<file path="src/verilog/fifo_settings.svh">
// Loopback exerciser sizes
`ifndef FIFO_SETTINGS_SVH
`define FIFO_SETTINGS_SVH

// full test word, as seen by the FIFO
`define FIFO_DATA_W 80

// one counter lane, wraps modulo 1024
`define FIFO_LANE_W 10

// lanes per word, LANES * LANE_W == DATA_W
`define FIFO_LANES 8

// entries in the FIFO, power of two
`define FIFO_DEPTH 16

`endif

</file>
<file path="src/verilog/fifo_pkg.sv">
// Loopback exerciser types
`include "fifo_settings.svh"

package fifo_pkg;

  // fixed pattern codes
  typedef enum logic [3:0] {
    pat_user = 4'd0, // word taken from user_word
    pat_up   = 4'd1, // lanes count up
    pat_down = 4'd2, // lanes count down
    pat_zero = 4'd3, // all zero
    pat_one  = 4'd4, // all one
    pat_chk  = 4'd5, // 10/01 checkerboard
    pat_chkb = 4'd6, // inverse checkerboard
    pat_abc  = 4'd7, // ascii ABCDEFGH
    pat_alt  = 4'd8, // 00/11 alternating
    pat_altb = 4'd9  // inverse alternating
  } pat_mode_t;      // unused codes 10..15 give zero

  // two views of one 80-bit test word
  typedef union packed {
    logic [`FIFO_LANES-1:0][`FIFO_LANE_W-1:0] lanes; // counter lanes with lane 0 at lsb
    logic [`FIFO_DATA_W/8-1:0][7:0]           bytes; // bytes with byte 0 at lsb
  } test_word_u;

endpackage

</file>
<file path="src/verilog/pattern_gen.sv">
// Test word generator
`include "fifo_settings.svh"

module pattern_gen (
  input  logic                      clk,
  input  logic                      grstb,     // sync, active low
  input  logic                      load,      // restart with mode
  input  fifo_pkg::pat_mode_t       mode,
  input  logic [`FIFO_DATA_W-1:0]   user_word,
  input  logic                      advance,   // current word consumed
  output fifo_pkg::test_word_u      word
);

  import fifo_pkg::*;

  localparam int BYTES = `FIFO_DATA_W / 8;

  pat_mode_t                mode_q;  // latched pattern code
  logic [`FIFO_LANE_W-1:0]  base_q;  // counter base, steps by lane count
  logic                     phase_q; // odd/even word

  // state only moves on load or advance
  always_ff @(posedge clk)
  begin
    if (!grstb)
    begin
      mode_q  <= pat_up; // up counter after reset
      base_q  <= '0;
      phase_q <= 1'b0;
    end
    else if (load)
    begin
      mode_q  <= mode;
      base_q  <= '0;
      phase_q <= 1'b0;
    end
    else if (advance)
    begin
      phase_q <= ~phase_q; // alternating modes flip per word
      if (mode_q == pat_down)
        base_q <= base_q - `FIFO_LANE_W'(`FIFO_LANES);
      else
        base_q <= base_q + `FIFO_LANE_W'(`FIFO_LANES);
    end
  end

  // word decode, purely from state
  always_comb
  begin
    word = '0; // unused codes and zero mode
    case (mode_q)
      pat_up:
      begin
        for (int i = 0; i < `FIFO_LANES; i++)
          word.lanes[i] = base_q + `FIFO_LANE_W'(i + 1); // wraps at 1024
      end
      pat_down:
      begin
        for (int i = 0; i < `FIFO_LANES; i++)
          word.lanes[i] = base_q - `FIFO_LANE_W'(i + 1); // wraps below 0
      end
      pat_zero: word = '0;
      pat_one:  word = '1;
      pat_chk:
      begin
        if (phase_q)
          word = {(`FIFO_DATA_W/2){2'b01}};
        else
          word = {(`FIFO_DATA_W/2){2'b10}};
      end
      pat_chkb:
      begin
        if (phase_q)
          word = {(`FIFO_DATA_W/2){2'b10}};
        else
          word = {(`FIFO_DATA_W/2){2'b01}};
      end
      pat_alt:
      begin
        if (phase_q)
          word = {(`FIFO_DATA_W/2){2'b11}};
        else
          word = {(`FIFO_DATA_W/2){2'b00}};
      end
      pat_altb:
      begin
        if (phase_q)
          word = {(`FIFO_DATA_W/2){2'b00}};
        else
          word = {(`FIFO_DATA_W/2){2'b11}};
      end
      pat_abc:
      begin
        // 'A' in the top byte down to 'H', low bytes stay zero
        for (int i = 0; i < 8; i++)
          word.bytes[BYTES-1-i] = 8'h41 + 8'(i);
      end
      pat_user: word = user_word;
      default:  word = '0;
    endcase
  end

endmodule

</file>
<file path="src/verilog/sync_fifo.sv">
// Synchronous FIFO
`include "fifo_settings.svh"

module sync_fifo (
  input  logic                    clk,
  input  logic                    grstb,    // sync, active low
  input  logic                    flush,    // drop everything, one cycle
  input  logic                    wr_en,
  input  logic [`FIFO_DATA_W-1:0] wr_data,
  input  logic                    rd_en,
  output logic [`FIFO_DATA_W-1:0] rd_data,  // valid with rd_valid
  output logic                    rd_valid,
  output logic                    full,
  output logic                    empty
);

  localparam int AW = $clog2(`FIFO_DEPTH); // address bits
  localparam int PW = AW + 1;              // pointer bits incl. wrap

  logic [`FIFO_DATA_W-1:0] mem [`FIFO_DEPTH]; // storage, no reset

  logic [PW-1:0] wr_ptr_q;
  logic [PW-1:0] rd_ptr_q;
  logic [PW-1:0] wr_ptr_nxt;
  logic [PW-1:0] rd_ptr_nxt;
  logic          wr_accept;
  logic          rd_accept;

  assign wr_accept = wr_en && !full && !flush;  // full is registered
  assign rd_accept = rd_en && !empty && !flush; // no stale read across flush

  always_comb
  begin
    if (flush)
    begin
      wr_ptr_nxt = '0;
      rd_ptr_nxt = '0;
    end
    else
    begin
      wr_ptr_nxt = wr_ptr_q + PW'(wr_accept);
      rd_ptr_nxt = rd_ptr_q + PW'(rd_accept);
    end
  end

  // pointers and levels
  always_ff @(posedge clk)
  begin
    if (!grstb)
    begin
      wr_ptr_q <= '0;
      rd_ptr_q <= '0;
      full     <= 1'b0;
      empty    <= 1'b1;
      rd_valid <= 1'b0;
    end
    else
    begin
      wr_ptr_q <= wr_ptr_nxt;
      rd_ptr_q <= rd_ptr_nxt;
      empty    <= (wr_ptr_nxt == rd_ptr_nxt);                              // same lap
      full     <= (wr_ptr_nxt == {~rd_ptr_nxt[AW], rd_ptr_nxt[AW-1:0]}); // one lap ahead
      rd_valid <= rd_accept; // one-cycle pulse per read
    end
  end

  // data path
  always_ff @(posedge clk)
  begin
    if (wr_accept)
      mem[wr_ptr_q[AW-1:0]] <= wr_data;
    if (rd_accept)
      rd_data <= mem[rd_ptr_q[AW-1:0]]; // registered read
  end

endmodule

</file>
<file path="src/verilog/pattern_check.sv">
// Read data checker
`include "fifo_settings.svh"

module pattern_check (
  input  logic                    clk,
  input  logic                    grstb,      // sync, active low
  input  logic                    load,       // restart with mode
  input  fifo_pkg::pat_mode_t     mode,
  input  logic [`FIFO_DATA_W-1:0] user_word,
  input  logic                    rd_valid,   // one word out of the FIFO
  input  logic [`FIFO_DATA_W-1:0] rd_data,
  output logic                    err,        // sticky until load
  output logic [15:0]             err_count,
  output logic [15:0]             word_count
);

  import fifo_pkg::*;

  test_word_u exp_word; // expected word from the local copy
  logic       mismatch;

  // local generator copy, steps once per word read
  pattern_gen i_pattern_gen (
    .clk       (clk),
    .grstb     (grstb),
    .load      (load),
    .mode      (mode),
    .user_word (user_word),
    .advance   (rd_valid),
    .word      (exp_word)
  );

  assign mismatch = (rd_data != exp_word);

  // counts land one cycle after rd_valid
  always_ff @(posedge clk)
  begin
    if (!grstb)
    begin
      err        <= 1'b0;
      err_count  <= '0;
      word_count <= '0;
    end
    else if (load)
    begin
      // words still in flight at load belong to the old mode
      err        <= 1'b0;
      err_count  <= '0;
      word_count <= '0;
    end
    else if (rd_valid)
    begin
      word_count <= word_count + 16'd1; // wraps
      if (mismatch)
      begin
        err <= 1'b1;
        if (err_count != '1)
          err_count <= err_count + 16'd1; // saturates
      end
    end
  end

endmodule

</file>
<file path="src/verilog/fifo_loopback_top.sv">
// FIFO loopback exerciser
`include "fifo_settings.svh"

module fifo_loopback_top (
  input  logic                    clk,
  input  logic                    grstb,      // sync, active low
  input  fifo_pkg::pat_mode_t     pat_sel,
  input  logic [`FIFO_DATA_W-1:0] user_word,
  input  logic                    mode_load,  // restart gen, checker, flush FIFO
  input  logic                    wr_en,
  input  logic                    rd_en,
  output logic [`FIFO_DATA_W-1:0] rd_data,
  output logic                    rd_valid,
  output logic                    full,
  output logic                    empty,
  output logic                    err,
  output logic [15:0]             err_count,
  output logic [15:0]             word_count
);

  import fifo_pkg::*;

  test_word_u gen_word;   // word presented to the FIFO
  logic       wr_accept;  // generator moves on only when written

  assign wr_accept = wr_en && !full;

  pattern_gen i_pattern_gen (
    .clk       (clk),
    .grstb     (grstb),
    .load      (mode_load),
    .mode      (pat_sel),
    .user_word (user_word),
    .advance   (wr_accept),
    .word      (gen_word)
  );

  sync_fifo i_sync_fifo (
    .clk      (clk),
    .grstb    (grstb),
    .flush    (mode_load),
    .wr_en    (wr_en),   // fullness tested inside
    .wr_data  (gen_word),
    .rd_en    (rd_en),
    .rd_data  (rd_data),
    .rd_valid (rd_valid),
    .full     (full),
    .empty    (empty)
  );

  pattern_check i_pattern_check (
    .clk        (clk),
    .grstb      (grstb),
    .load       (mode_load),
    .mode       (pat_sel),
    .user_word  (user_word),
    .rd_valid   (rd_valid),
    .rd_data    (rd_data),
    .err        (err),
    .err_count  (err_count),
    .word_count (word_count)
  );

endmodule

</file>
<file path="config.mk">
export PLATFORM = sky130hd
export DESIGN_NAME = fifo_loopback_top
export DESIGN_NICKNAME = d
export VERILOG_FILES = /design/src/verilog/fifo_pkg.sv /design/src/verilog/pattern_gen.sv /design/src/verilog/sync_fifo.sv /design/src/verilog/pattern_check.sv /design/src/verilog/fifo_loopback_top.sv
export VERILOG_INCLUDE_DIRS = /design/src /design/src/verilog
export SDC_FILE = /design/constraint.sdc
export NUM_CORES = 1
export LEC_CHECK = 0
export BUFFER_PORTS_ARGS = -buffer_cell sky130_fd_sc_hd__clkbuf_2
export CAP_MARGIN = 20
export CORE_AREA = 5 5 470 286
export CTS_BUF_LIST = sky130_fd_sc_hd__clkbuf_2
export DETAILED_ROUTE_END_ITERATION = 6
export DIE_AREA = 0 0 475 291
export PLACE_DENSITY = 0.63
export SLEW_MARGIN = 10
export SYNTH_ARGS = -nofsm -noshare
export SYNTH_HDL_FRONTEND = slang
export SYNTH_SLANG_ARGS = --single-unit
</file>
<file path="constraint.sdc">
create_clock -name clk -period 11 [get_ports clk]
set_clock_uncertainty 0.15 [all_clocks]
set_input_delay 3.3 -clock clk [delete_from_list [all_inputs] [get_ports clk]]
set_output_delay 3.3 -clock clk [all_outputs]
set_load 0.1 [all_outputs]
</file>
==> qor.yml <==
root_buffer: "clkbuf_2"
vias_per_cell: 6.17
grt_max_degree: 153
clk_latency_ns: 1.65
syn_avg_cell_area_um2: 19.4
slowest_delay_ns: 0.75
rows: 103
ys_async_sr_fraction_pct: 0
crit_arrival_ns: 2.90
critPathBufInv: 1
fin_total_pwr_w: 0.0101
slowest_stage: "edfxtp_1"
crit_family: "flip-flops"
hp-class: "reg2reg"
grt_pass1_vias: 33200
drcViolationCount: 0
hold_viol: 0
clk_pin_slew_ns: 0.11
dp_hpwl_mm: 103
portBuffers: 204
nNetsFinal: 3523
synth_seq_cells: 1426
nFillCells: 10800
synth.most_common_cell: "edfxtp_1"
path_cells: "clkbuf_2"
power.leakage_nw: 20.7
syn-num-nets: 3080
synth_top_area_cell: "edfxtp_1"
p_per_area_nw_per_um2: 157
tightest_slew_ns: 1.17
initial_utilization_pct: 44.5
wl_mm: 169
r2r-end: "i_pattern_check.err_count[9]"
ant_nets: 0
drt-pass1-iter-count: 5
wl_per_cell_um: 31.3
reg2reg_slack_ns: 4.75
gr-total-overflow: 0
fp.dieW_um: 475
grt_pass1_wl_mm: 240
rsz0062_at_grt: "false"
cts.htree.levels: 5
cts.sinks: 1426
path_max_fanout: 4
fin_crit_ns: 6.35
fmaxAchievable_mhz: 158
cts.hold.buffers_added: 0
fin_setup_tns_ns: 0
ios: 205
reg2reg_from: "i_pattern_check.i_pattern_gen.mode_q[3]"
yosys-top-cells-count: "1360 x edfxtp_1, 400 x mux4_2, 167 x nand2_1"
maxSlewViolCount: 0
core_area_um2: 130000
worstHoldPathCells: 2
synthDistinctLibCells: 90
critPathRequiredTime_ns: 7.55
drtIter0Drc: 4141
whs_ns: 0.361
report.final.setup_viol: 0
rr_worst_depth: 12
worstSetupPathType: "reg2out"
worstHoldStart: "i_pattern_check.err_count[5]"
post-route-period-util_pct: 57.7
area_delta_synth_final_pct: 10.6
final_layout_size_suffix_gt1_share_pct: 34.3
numCtsBuffers: 334
gp_congestion: 0.976
synth_flop_cell: "edfxtp_1"
yosys-top-cells-area: "edfxtp_1 71%, mux4_2 16%, dfxtp_1 2.3%"
cts_resized: 0
hold_path_end: "i_pattern_check.err_count[5]"
worstSetupStartpointType: "register"
vias: 33300
grt_util_all_layers_pct: 24.4
power.ir.vdd_worst_v: 0.0000976
ys_warn_count: 0
clockBufferDepth: 4
antenna_found_initial: 19
yosysSeqAreaShare_pct: 72.8
crit_path_end_kind: "output pin"
drv_cap: 0
slew-limit-headroom_pct: 22.2
yosysTopAreaCellShare_pct: 70.6
synth_cells: 2981
dieArea_um2: 138000
fp.dieH_um: 291
postCtsSetupRepairBufs: 0
cts_tree: "built"
syn_area_um2: 57900
outcome: "finished, final reports clean"
synth_edf_count: 1360
## where the power goes
part	switching (W)	internal (W)	leakage [nW]
Sequential	0.0000232	0.00611	12.9
Combinational	0.000443	0.000143	5.55
Clock	0.00207	0.00128	2.22
Total	0.00253	0.00753	20.7
## registers in the layout, indices dropped and copies added (netlist names), 5 cells and up
name / flops
i_sync_fifo.mem: 1280
i_sync_fifo.rd_data: 80
i_pattern_check.err_count: 16
i_pattern_check.word_count: 16
i_pattern_check.i_pattern_gen.base_q: 7
i_pattern_gen.base_q: 7
i_sync_fifo.rd_ptr_q: 5
i_sync_fifo.wr_ptr_q: 5
## cell usage in the layout (no fill, tap or decap), types with 9 or more instances in the layout
cell	count
nor4b_1	13
nand2_1	167
ha_1	10
nor3b_1	9
a21o_1	10
dfxtp_1	58
or3_1	24
and3_1	18
nor2b_1	11
o31ai_1	11
nor2_4	13
and2_1	15
o22ai_1	11
nor2_1	96
o211ai_1	13
a31oi_1	11
nand2b_1	19
nand3_1	36
o21a_1	9
mux4_2	400
edfxtp_1	1360
clkinv_2	11
buf_4	69
a211oi_1	14
nor3_1	28
a21oi_1	86
clkinv_1	56
xor2_1	33
inv_1	20
mux2i_1	15
xnor2_1	35
clkbuf_2	685
nand4_1	20
o21ai_0	62
diode_2	13
## through the flow
stage	util (%)	setup WS (ns)	cell area, µm²	instances
final	49.2	4.65	64000	5392
after CTS	49.2	4.47	64000	5377
after floorplan	-	0.683	57900	2981
after global routing	49.2	4.51	64000	5388
after global placement	46.9	3.34	61100	4813
after detailed placement	47.0	3.64	61100	4818
## logic make-up (layout without fill, tap and decap cells)
group                      after synthesis  count (layout)  share of synthesized area [%]
and+or+nand+nor                        543             543                           4.95
AOI/OAI and AO/OA                      322             322                           3.73
DFF                                   1426            1426                           72.8
muxes                                  417             417                           15.9
buffers and inverters                  195             861                           1.39
xor gates and xnor gates                68              68                           1.03
adders and majority gates               10              10                          0.216
other                                    0              13                              0
## how the worst max path moves through the flow
stage | slack (ns) | cells after the start | endpoint | from
detailed placement | 3.64 | 12 | i_pattern_check.err_count[10] | user_word[29]
CTS | 4.47 | 1 | rd_data[73] | i_sync_fifo.rd_data[73]
floorplan | 0.68 | 3 | i_sync_fifo.mem[0][0] | mode_load
finish | 4.65 | 1 | rd_data[70] | i_sync_fifo.rd_data[70]
global route | 4.51 | 1 | rd_data[76] | i_sync_fifo.rd_data[76]
global placement | 3.34 | 11 | i_pattern_check.err_count[9] | user_word[29]
## area by class of cell
type                    instances  area (µm²)  area share (%)
clock buffers                 481        2410            3.76
repair buffers                281        1650            2.57
flip-flops and latches       1426       42200            65.9
clock inverters                78         442           0.690
multi-input cells            1360       15100            23.5
well taps                    1732        2170            3.38
inverters                      21        78.8           0.123
diodes                         13        32.5          0.0508
## layer usage
| layer | routed length [µm] | track usage (%) |
|---|---|---|
| met1 | 68800 | 35.7 |
| met2 | 73800 | 34.5 |
| met3 | 18600 | 5.94 |
| met4 | 7460 | 11.5 |
| met5 | 0 | 0 |
(Power assumes the default switching activity.)
